`src/permAccelPkg.sv`:
```
`default_nettype none

package permAccelPkg;

    // Host side word widths
    localparam int WORD_WIDTH = 128;
    localparam int OUT_WIDTH = 64;

    // Bot result payload, count in the upper bits
    localparam int COUNT_WIDTH = 13;
    localparam int SUM_WIDTH = 48;
    localparam int RESULT_WIDTH = COUNT_WIDTH + SUM_WIDTH;

    // Fixed latency of the bot pipeline
    localparam int PIPE_STAGES = 5;

    // oready held low this long after rst falls
    localparam int RESET_CYCLES = 30;

    // Origin queue keeps host input order
    localparam int ORIGIN_DEPTH_LOG2 = 6;
    localparam int ORIGIN_AF_MARGIN = 8;

    // Margin covers every bot still in flight when slowDown rises
    localparam int RESULT_DEPTH_LOG2 = 5;
    localparam int RESULT_AF_MARGIN = PIPE_STAGES + 2;

    // Host output FIFO
    localparam int HOST_DEPTH_LOG2 = 4;
    localparam int HOST_AF_MARGIN = 6;

    // Grab to output strobe inside the collector
    localparam int COLLECT_LATENCY = 2;

    typedef enum logic {
        originTop = 1'b0,
        originBot = 1'b1
    } originType;

endpackage

`default_nettype wire

```
`src/resultBusIf.sv`:
```
`timescale 1ns/10ps
`default_nettype none

// Bot results from the pipeline into the collector
interface resultBusIf;
    import permAccelPkg::*;

    logic valid;
    logic [COUNT_WIDTH-1:0] count;
    logic [SUM_WIDTH-1:0] sum;
    // Only stops new bots, results in flight still arrive
    logic slowDown;

    modport producer (
        output valid,
        output count,
        output sum,
        input  slowDown
    );

    modport consumer (
        input  valid,
        input  count,
        input  sum,
        output slowDown
    );

endinterface

`default_nettype wire

```
`src/botPipeline.sv`:
```
`timescale 1ns/10ps
`default_nettype none

module botPipeline (
    input  logic                                clk,
    input  logic                                rst,
    input  logic                                writeBot,
    input  logic [permAccelPkg::WORD_WIDTH-1:0] bot,
    input  logic [permAccelPkg::WORD_WIDTH-1:0] top,
    output logic                                ready,
    output logic                                pipelineEmpty,
    output logic [2:0]                          activity,
    resultBusIf.producer                        result
);
    import permAccelPkg::*;

    logic [PIPE_STAGES-1:0] stageValid;

    // Stage 1, AND and sum operands
    logic [WORD_WIDTH-1:0] andBits;
    logic [SUM_WIDTH-1:0] botLow;
    logic [SUM_WIDTH-1:0] topLow;
    // Stage 2, ones per byte
    logic [3:0] chunkCount [WORD_WIDTH/8];
    logic [SUM_WIDTH-1:0] sumS2;
    // Stage 3, ones per 32-bit group
    logic [5:0] groupCount [WORD_WIDTH/32];
    logic [SUM_WIDTH-1:0] sumS3;
    // Stage 4, total
    logic [7:0] totalCount;
    logic [SUM_WIDTH-1:0] sumS4;
    // Stage 5, output register
    logic [COUNT_WIDTH-1:0] countOut;
    logic [SUM_WIDTH-1:0] sumOut;

    function automatic logic [3:0] popCount8(input logic [7:0] bits);
        logic [3:0] ones;
        ones = '0;
        for (int i = 0; i < 8; i++) begin
            ones = ones + 4'(bits[i]);
        end
        return ones;
    endfunction

    always_ff @(posedge clk) begin
        if (rst) begin
            stageValid <= '0;
        end else begin
            stageValid <= {stageValid[PIPE_STAGES-2:0], writeBot};
        end
    end

    always_ff @(posedge clk) begin
        andBits <= bot & top;
        botLow <= bot[SUM_WIDTH-1:0];
        topLow <= top[SUM_WIDTH-1:0];

        for (int c = 0; c < WORD_WIDTH / 8; c++) begin
            chunkCount[c] <= popCount8(andBits[c*8 +: 8]);
        end
        // Wraps modulo 2^48
        sumS2 <= botLow + topLow;

        for (int g = 0; g < WORD_WIDTH / 32; g++) begin
            groupCount[g] <= 6'(chunkCount[4*g]) + 6'(chunkCount[4*g+1])
                           + 6'(chunkCount[4*g+2]) + 6'(chunkCount[4*g+3]);
        end
        sumS3 <= sumS2;

        totalCount <= 8'(groupCount[0]) + 8'(groupCount[1])
                    + 8'(groupCount[2]) + 8'(groupCount[3]);
        sumS4 <= sumS3;

        countOut <= COUNT_WIDTH'(totalCount);
        sumOut <= sumS4;
    end

    // Number of stages holding a bot
    always_comb begin
        activity = '0;
        for (int s = 0; s < PIPE_STAGES; s++) begin
            activity = activity + 3'(stageValid[s]);
        end
    end

    assign pipelineEmpty = (activity == '0);
    assign ready = !result.slowDown;

    assign result.valid = stageValid[PIPE_STAGES-1];
    assign result.count = countOut;
    assign result.sum = sumOut;

endmodule

`default_nettype wire

```
`src/permAccelerator.sv`:
```
`timescale 1ns/10ps
`default_nettype none

module permAccelerator (
    input  logic                                clk,
    input  logic                                rst,
    input  logic                                ivalid,
    input  logic                                iready,
    input  logic                                startNewTop,
    input  logic [permAccelPkg::WORD_WIDTH-1:0] wordIn,
    output logic                                ovalid,
    output logic                                oready,
    output logic [permAccelPkg::OUT_WIDTH-1:0]  dataOut
);
    import permAccelPkg::*;

    logic [$clog2(RESET_CYCLES + 1)-1:0] resetCount;
    logic resetDone;

    logic writeTop;
    logic writeBot;
    logic stall;
    logic [WORD_WIDTH-1:0] top;
    logic pipeReady;
    logic pipelineEmpty;
    logic [2:0] activity;
    logic collectorReady;
    logic collectValid;
    logic [RESULT_WIDTH-1:0] collectData;
    logic hostAlmostFull;
    logic hostAlmostFullD;
    logic hostEmpty;

    resultBusIf resultBus ();

    // Keep the host out for a while after reset
    always_ff @(posedge clk) begin
        if (rst) begin
            resetCount <= '0;
            resetDone <= 1'b0;
        end else if (int'(resetCount) == RESET_CYCLES) begin
            resetDone <= 1'b1;
        end else begin
            resetCount <= resetCount + 1'b1;
        end
    end

    assign oready = resetDone && pipeReady && !stall && collectorReady;
    assign writeTop = ivalid && oready && startNewTop;
    assign writeBot = ivalid && oready && !startNewTop;

    topManager topMngr (
        .clk(clk),
        .rst(rst),
        .writeTop(writeTop),
        .topIn(wordIn),
        .pipelineEmpty(pipelineEmpty),
        .stall(stall),
        .top(top)
    );

    botPipeline botPipe (
        .clk(clk),
        .rst(rst),
        .writeBot(writeBot),
        .bot(wordIn),
        .top(top),
        .ready(pipeReady),
        .pipelineEmpty(pipelineEmpty),
        .activity(activity),
        .result(resultBus.producer)
    );

    // Registered almostFull, the host FIFO margin covers the extra cycle
    always_ff @(posedge clk) begin
        if (rst) begin
            hostAlmostFullD <= 1'b0;
        end else begin
            hostAlmostFullD <= hostAlmostFull;
        end
    end

    resultCollector collector (
        .clk(clk),
        .rst(rst),
        .writeTop(writeTop),
        .writeBot(writeBot),
        .activity(activity),
        .hold(hostAlmostFullD),
        .ready(collectorReady),
        .outValid(collectValid),
        .outData(collectData),
        .result(resultBus.consumer)
    );

    // Error bit and two spare bits are always zero
    syncFifo #(
        .WIDTH(OUT_WIDTH),
        .DEPTH_LOG2(HOST_DEPTH_LOG2),
        .AF_MARGIN(HOST_AF_MARGIN)
    ) hostFifo (
        .clk(clk),
        .rst(rst),
        .writeEnable(collectValid),
        .dataIn({1'b0, 2'b00, collectData}),
        .readEnable(iready && !hostEmpty),
        .dataOut(dataOut),
        .empty(hostEmpty),
        .full(),
        .almostFull(hostAlmostFull)
    );

    assign ovalid = !hostEmpty;

endmodule

`default_nettype wire

```
`src/resultCollector.sv`:
```
`timescale 1ns/10ps
`default_nettype none

module resultCollector (
    input  logic                                  clk,
    input  logic                                  rst,
    input  logic                                  writeTop,
    input  logic                                  writeBot,
    input  logic [2:0]                            activity,
    input  logic                                  hold,
    output logic                                  ready,
    output logic                                  outValid,
    output logic [permAccelPkg::RESULT_WIDTH-1:0] outData,
    resultBusIf.consumer                          result
);
    import permAccelPkg::*;

    logic originDataOut;
    originType originHead;
    originType originIn;
    logic originEmpty;
    logic originFull;
    logic originAlmostFull;

    logic [RESULT_WIDTH-1:0] resultData;
    logic resultEmpty;
    logic resultAlmostFull;

    logic headIsTop;
    logic grab;

    // Profiling since the previous top
    logic [29:0] activityCounter;
    logic [30:0] clockCounter;
    logic [RESULT_WIDTH-1:0] topRecord;

    logic [COLLECT_LATENCY-1:0] validPipe;
    logic [RESULT_WIDTH-1:0] dataPipe [COLLECT_LATENCY];

    assign originIn = writeTop ? originTop : originBot;

    syncFifo #(
        .WIDTH(1),
        .DEPTH_LOG2(ORIGIN_DEPTH_LOG2),
        .AF_MARGIN(ORIGIN_AF_MARGIN)
    ) originQueue (
        .clk(clk),
        .rst(rst),
        .writeEnable(writeTop || writeBot),
        .dataIn(originIn),
        .readEnable(grab),
        .dataOut(originDataOut),
        .empty(originEmpty),
        .full(originFull),
        .almostFull(originAlmostFull)
    );

    // Every result is taken, slowDown only throttles new bots
    syncFifo #(
        .WIDTH(RESULT_WIDTH),
        .DEPTH_LOG2(RESULT_DEPTH_LOG2),
        .AF_MARGIN(RESULT_AF_MARGIN)
    ) resultFifo (
        .clk(clk),
        .rst(rst),
        .writeEnable(result.valid),
        .dataIn({result.count, result.sum}),
        .readEnable(grab && !headIsTop),
        .dataOut(resultData),
        .empty(resultEmpty),
        .full(),
        .almostFull(resultAlmostFull)
    );

    assign result.slowDown = resultAlmostFull;
    assign ready = !originAlmostFull;

    assign originHead = originType'(originDataOut);
    assign headIsTop = (originHead == originTop);
    // A bot waits at the head until its result has arrived
    assign grab = !originEmpty && !hold && (headIsTop || !resultEmpty);

    assign topRecord = {activityCounter, clockCounter};

    always_ff @(posedge clk) begin
        if (rst) begin
            clockCounter <= '0;
            activityCounter <= '0;
        end else if (grab && headIsTop) begin
            // Next count period starts with the grab cycle itself
            clockCounter <= 31'd1;
            activityCounter <= 30'(activity);
        end else begin
            clockCounter <= clockCounter + 31'd1;
            activityCounter <= activityCounter + 30'(activity);
        end
    end

    always_ff @(posedge clk) begin
        if (rst) begin
            validPipe <= '0;
        end else begin
            validPipe[0] <= grab;
            for (int i = 1; i < COLLECT_LATENCY; i++) begin
                validPipe[i] <= validPipe[i-1];
            end
        end
    end

    always_ff @(posedge clk) begin
        dataPipe[0] <= headIsTop ? topRecord : resultData;
        for (int i = 1; i < COLLECT_LATENCY; i++) begin
            dataPipe[i] <= dataPipe[i-1];
        end
    end

    assign outValid = validPipe[COLLECT_LATENCY-1];
    assign outData = dataPipe[COLLECT_LATENCY-1];

    // ready must have throttled the host well before the queue fills
    assert property (@(posedge clk) disable iff (rst) !(originFull && (writeTop || writeBot)))
        else $error("origin queue written while full");

endmodule

`default_nettype wire

```
`src/syncFifo.sv`:
```
`timescale 1ns/10ps
`default_nettype none

module syncFifo #(
    parameter int WIDTH = 8,
    parameter int DEPTH_LOG2 = 4,
    parameter int AF_MARGIN = 2
) (
    input  logic             clk,
    input  logic             rst,
    input  logic             writeEnable,
    input  logic [WIDTH-1:0] dataIn,
    input  logic             readEnable,
    output logic [WIDTH-1:0] dataOut,
    output logic             empty,
    output logic             full,
    output logic             almostFull
);

    logic [WIDTH-1:0] mem [2**DEPTH_LOG2];
    logic [DEPTH_LOG2-1:0] writePtr;
    logic [DEPTH_LOG2-1:0] readPtr;
    // One extra bit so a full FIFO is distinct from an empty one
    logic [DEPTH_LOG2:0] count;

    always_ff @(posedge clk) begin
        if (writeEnable) begin
            mem[writePtr] <= dataIn;
        end
    end

    always_ff @(posedge clk) begin
        if (rst) begin
            writePtr <= '0;
            readPtr <= '0;
            count <= '0;
        end else begin
            if (writeEnable) begin
                writePtr <= writePtr + 1'b1;
            end
            if (readEnable) begin
                readPtr <= readPtr + 1'b1;
            end
            case ({writeEnable, readEnable})
                2'b10: count <= count + 1'b1;
                2'b01: count <= count - 1'b1;
                default: count <= count;
            endcase
        end
    end

    // Head word is visible without a read request
    assign dataOut = mem[readPtr];
    assign empty = (count == '0);
    assign full = count[DEPTH_LOG2];
    assign almostFull = (count >= (DEPTH_LOG2 + 1)'(2**DEPTH_LOG2 - AF_MARGIN));

    assert property (@(posedge clk) disable iff (rst) !(writeEnable && full))
        else $error("syncFifo written while full");

    assert property (@(posedge clk) disable iff (rst) !(readEnable && empty))
        else $error("syncFifo read while empty");

endmodule

`default_nettype wire

```
`src/topManager.sv`:
```
`timescale 1ns/10ps
`default_nettype none

module topManager (
    input  logic                              clk,
    input  logic                              rst,
    input  logic                              writeTop,
    input  logic [permAccelPkg::WORD_WIDTH-1:0] topIn,
    input  logic                              pipelineEmpty,
    output logic                              stall,
    output logic [permAccelPkg::WORD_WIDTH-1:0] top
);
    import permAccelPkg::*;

    logic [WORD_WIDTH-1:0] pendingTop;
    logic pending;

    // Holds the deferred top until the last bot of the old one has left
    always_ff @(posedge clk) begin
        if (writeTop) begin
            pendingTop <= topIn;
        end
    end

    always_ff @(posedge clk) begin
        if (rst) begin
            pending <= 1'b0;
            top <= '0;
        end else if (writeTop) begin
            if (pipelineEmpty) begin
                // Nothing in flight, take the new top at once
                top <= topIn;
            end else begin
                pending <= 1'b1;
            end
        end else if (pending && pipelineEmpty) begin
            top <= pendingTop;
            pending <= 1'b0;
        end
    end

    // Registered, so oready never depends on ivalid
    assign stall = pending;

    // The top level must drop oready for as long as a top is pending
    assert property (@(posedge clk) disable iff (rst) writeTop |-> !stall)
        else $error("writeTop accepted while a previous top is pending");

endmodule

`default_nettype wire

```
`config.mk`:
```
export PLATFORM = sky130hd
export DESIGN_NAME = permAccelerator
export DESIGN_NICKNAME = d
export VERILOG_FILES = /design/src/permAccelPkg.sv /design/src/resultBusIf.sv /design/src/botPipeline.sv /design/src/permAccelerator.sv /design/src/resultCollector.sv /design/src/syncFifo.sv /design/src/topManager.sv
export SDC_FILE = /design/constraint.sdc
export NUM_CORES = 2
export LEC_CHECK = 0
export ABC_CLOCK_PERIOD_IN_PS = 8200
export BUFFER_PORTS_ARGS = -buffer_cell sky130_fd_sc_hd__buf_4
export CORE_MARGIN = 2
export CORE_UTILIZATION = 55
export CTS_CLUSTER_SIZE = 28
export DETAILED_ROUTE_END_ITERATION = 8
export PLACE_DENSITY = 0.8
export SLEW_MARGIN = 30
export SYNTH_ARGS = -nofsm -noshare
export SYNTH_HDL_FRONTEND = slang
export SYNTH_SLANG_ARGS = --single-unit
```
`constraint.sdc`:
```
create_clock -name clk -period 8.2 [get_ports clk]
set_input_delay 0.82 -clock clk [delete_from_list [all_inputs] [get_ports clk]]
set_output_delay 0.82 -clock clk [all_outputs]
set_load 0.05 [all_outputs]
```
==> impl_results.md <==
* Run status: completed
* Initial DRC count at roughly 9,400
* Share of layout cells above drive strength 1 at 0.229
* CTS Buffer Depth at 4
* TritonCTS clock tree: done
* Inserted Clock Buffers at between 300 and 400
* Synth cell count leaders: edfxtp_1 (2,960), dfxtp_1 (909), mux4_2 (886)
* Hpwl dp at around 170,000 µm
* Final setup vio count at 0
* Sequential share of the synthesized area at 0.744
* Core area at around 260,000 µm²
* Max frequency at between 150 and 200 MHz
* Largest net degree at the start of global routing at approximately 210
* Crit path required time at 8.98 ns
* Ys async rst share at 0
* Crit. End Element: flip-flop
* Crit path max-delay cell type: mux4_4
* Fin. Hold Viols at 0
* Synth area leader: edfxtp_1
* Multi-input logic area at about 35,000 µm²
* Setup Skew at roughly 0.078 ns
* Worst vdd ir at between 0.2 and 0.3 mV
* CP max FO at 37
* Worst-path clk slew at roughly 0.060 ns
* GPL Wtd Cong at ~0.81
* Final total power at 43.1 mW
* DRT Wirelength at about 340,000 µm
* Critical path arrival at approximately 6.5 ns
* RSZ-0062 raised after global routing: no
* First-pass GRT wire length at 499,000 µm
* Via density per instance at between 6 and 7
* Critical path cell sequence: mux4_2 -> mux4_2 -> mux4_4 -> a21boi_4 -> ha_1 -> xor2_1 -> ha_1 -> a21oi_1 -> o21ai_0 -> a221oi_1 -> nand2b_1 -> a211o_1 -> a21oi_1 -> xnor2_1 -> nor2_1
* Slew Limit Fails at 0
* Most common cell in the netlist: edfxtp_1
* Row count at ~190
* Via count at approximately 73,000
* Syn. warnings at 0
* FF+latch count, synth at 3,869
* Max cap viols at 0
* H-tree lvl count at 5
* Initial antenna violation count at 16
* Top post-synthesis cells by area: edfxtp_1 (62%), mux4_2 (14%), dfxtp_1 (13%), fa_1 (1.5%), ha_1 (1.4%)
* Die height at 516 µm
* Final min period at between 5 and 6 ns
* M2 GR Usage at 0.437
* HP Class: in -> reg
* GR Util met3 at 0.0486
* Tcrit/Tclk final at 0.693
* Vias in the first global route at roughly 75,000
* Total track usage at 0.255
* M1 GR Usage at 0.333
* Filler Cells Inserted at between 15,000 and 20,000
* Dpl cells at roughly 11,000
* Full die area at approximately 270,000 µm²
* Netlist Area Pre-Place at about 140,000 µm²
* Area Overhead vs Synth at 13.3%
* Skew-Pair Late Insertion Delay at about 1 ns
* Design area at between 150,000 and 200,000 µm²
* Layout Cells excl Fill at 11,696
* Crit Path Category: reg -> reg
* Wire per inst at between 20 and 30 µm
* Pleak at between 50 and 60 nW
* Slowest cell delay on critical path at about 0.9 ns
* Root Driver: clkbuf_16
* Slew at the pin with the worst max-slew slack at roughly 1.2 ns
* Synth Instances at ~7,500
* Worst relative slew slack at 0.175
* Hold Slack at approximately 0.056 ns
* # port buffers at 195
* Post-layout util at 0.627
* Gr ovfl total at 0
* Top Ports at 199
* Fin nets at roughly 8,300
* Post_cts resized at 0
* Setup TNS at 0 ns
* Setup slack after layout at 2.51 ns
* Startpoint Class: flip-flop
* Clk sinks at roughly 3,900
* Most Crowded Layer GR: met2
* Post-Place Cell Area at ~150,000 µm²
* 1st-pass router iterations at 8
* Antenna violation net count after detailed routing at 0
* Starting Density at 0.554
* Cell Pwr Density at between 200 and 300 nW/µm²
* Die width at 516 µm
* DRC errors left at 0
* Dpl ws at between 2 and 2.5 ns
* Synthesized area per cell at between 15 and 20 µm²
* Top cell type's share of synthesized area at 0.618
* Synth cell types at 58
* Main flop type after synthesis: edfxtp_1
* Register area at 107,000 µm²
* Post-synth EDFFs at 2,960
==> placed cells by master, fill, tap and decap left out, types with 42 or more instances in the layout <==
master / count
and2_1: 132
dlygate4sd3_1: 53
inv_1: 289
xor2_1: 85
clkbuf_16: 394
nand2_1: 346
fa_1: 106
xnor2_1: 89
a21oi_1: 177
buf_4: 277
dfxtp_1: 848
dfxtp_2: 52
o21ai_0: 52
edfxtp_1: 2960
mux4_2: 885
clkinv_2: 68
clkinv_1: 42
mux2i_1: 63
nor2_1: 410
clkbuf_1: 90
ha_1: 165
a21o_1: 44
nand3_1: 47
a311oi_1: 129
==> report_power, final <==
part | switching, mW | internal (mW) | total [mW] | leakage, nW
sequential | 0.751 | 21.9 | 22.6 | 34.3
clock | 7.36 | 10.1 | 17.5 | 6.09
combinational | 1.66 | 1.34 | 3.00 | 13.3
total | 9.77 | 33.3 | 43.1 | 53.8
==> state kept, by name, summed over array words and instances, names as in the netlist, 8 cells and up, named ones only <==
| signal | flops |
|---|---|
| collector.resultFifo.mem | 1792 |
| hostFifo.mem | 976 |
| botPipe.andBits | 128 |
| topMngr.pendingTop | 128 |
| topMngr.top | 128 |
| collector.dataPipe | 122 |
| botPipe.chunkCount | 64 |
| collector.originQueue.mem | 64 |
| botPipe.botLow | 48 |
| botPipe.result.sum | 48 |
| botPipe.sumS2 | 48 |
| botPipe.sumS3 | 48 |
| botPipe.sumS4 | 48 |
| botPipe.topLow | 48 |
| collector.clockCounter | 31 |
| collector.activityCounter | 30 |
| botPipe.groupCount | 24 |
| botPipe.result.count | 8 |
| botPipe.totalCount | 8 |
==> routing by layer <==
| layer | routed length [µm] | part of all wire | up-vias |
|---|---|---|---|
| met3 | 33700 | 0.099 | 739 |
| li1 | - | - | 29971 |
| met5 | 113 | 0.00033 | - |
| met4 | 10500 | 0.031 | 12 |
| met2 | 173000 | 0.51 | 4299 |
| met1 | 123000 | 0.36 | 37521 |
==> layout make-up <==
cell class | count | area share
flip-flops and latches | 3869 | 0.657
multi-input cells | 2986 | 0.213
well taps | 3496 | 0.0268
repair buffers | 362 | 0.0204
clock inverters | 169 | 0.0104
inverters | 290 | 0.00672
diodes | 3 | 0.0000460
clock buffers | 521 | 0.0656
==> worst paths after layout <==
check        depth (start not counted)                              to              start  slack (ns)
max reg2reg                         15  collector.originQueue.count[6]          flip-flop        2.51
max                                 15  collector.originQueue.count[6]          flip-flop        2.51
min                                  1         topMngr.pendingTop[104]        wordIn[104]        0.06
min reg2reg                          0          botPipe.result.sum[35]  botPipe.sumS4[35]        0.29
==> cell families (layout without fill, tap and decap cells) <==
group,Yosys count,in the layout,synth area share
AO/OA/AOI/OAI,460,460,0.0213
XOR/XNOR,175,175,0.0107
adder cells (fa/ha/maj),271,271,0.0291
buffers and inverters,624,1342,0.0167
flip-flops,3869,3869,0.744
multiplexers,949,949,0.143
other,1,6,0.0000261
AND/OR/NAND/NOR,1128,1128,0.0351
==> repair_timing <==
| item | in CTS | in global routing |
|---|---|---|
| endpoints found under the hold margin | 53 | 0 |
| hold buffers | 53 | 0 |
| setup buffers | 0 | 0 |
==> critical path: cells and delay by family, from the launching register on <==
| family | cells | cell delay (ns) |
|---|---|---|
| multiplexers | 3 | 1.98 |
| XOR/XNOR | 2 | 0.27 |
| AO/OA/AOI/OAI | 6 | 1.63 |
| AND/OR/NAND/NOR | 2 | 0.17 |
| flip-flops | 1 | 0.68 |
| adder cells (fa/ha/maj) | 2 | 0.80 |
Note: power is estimated with default switching activity, not from simulation.
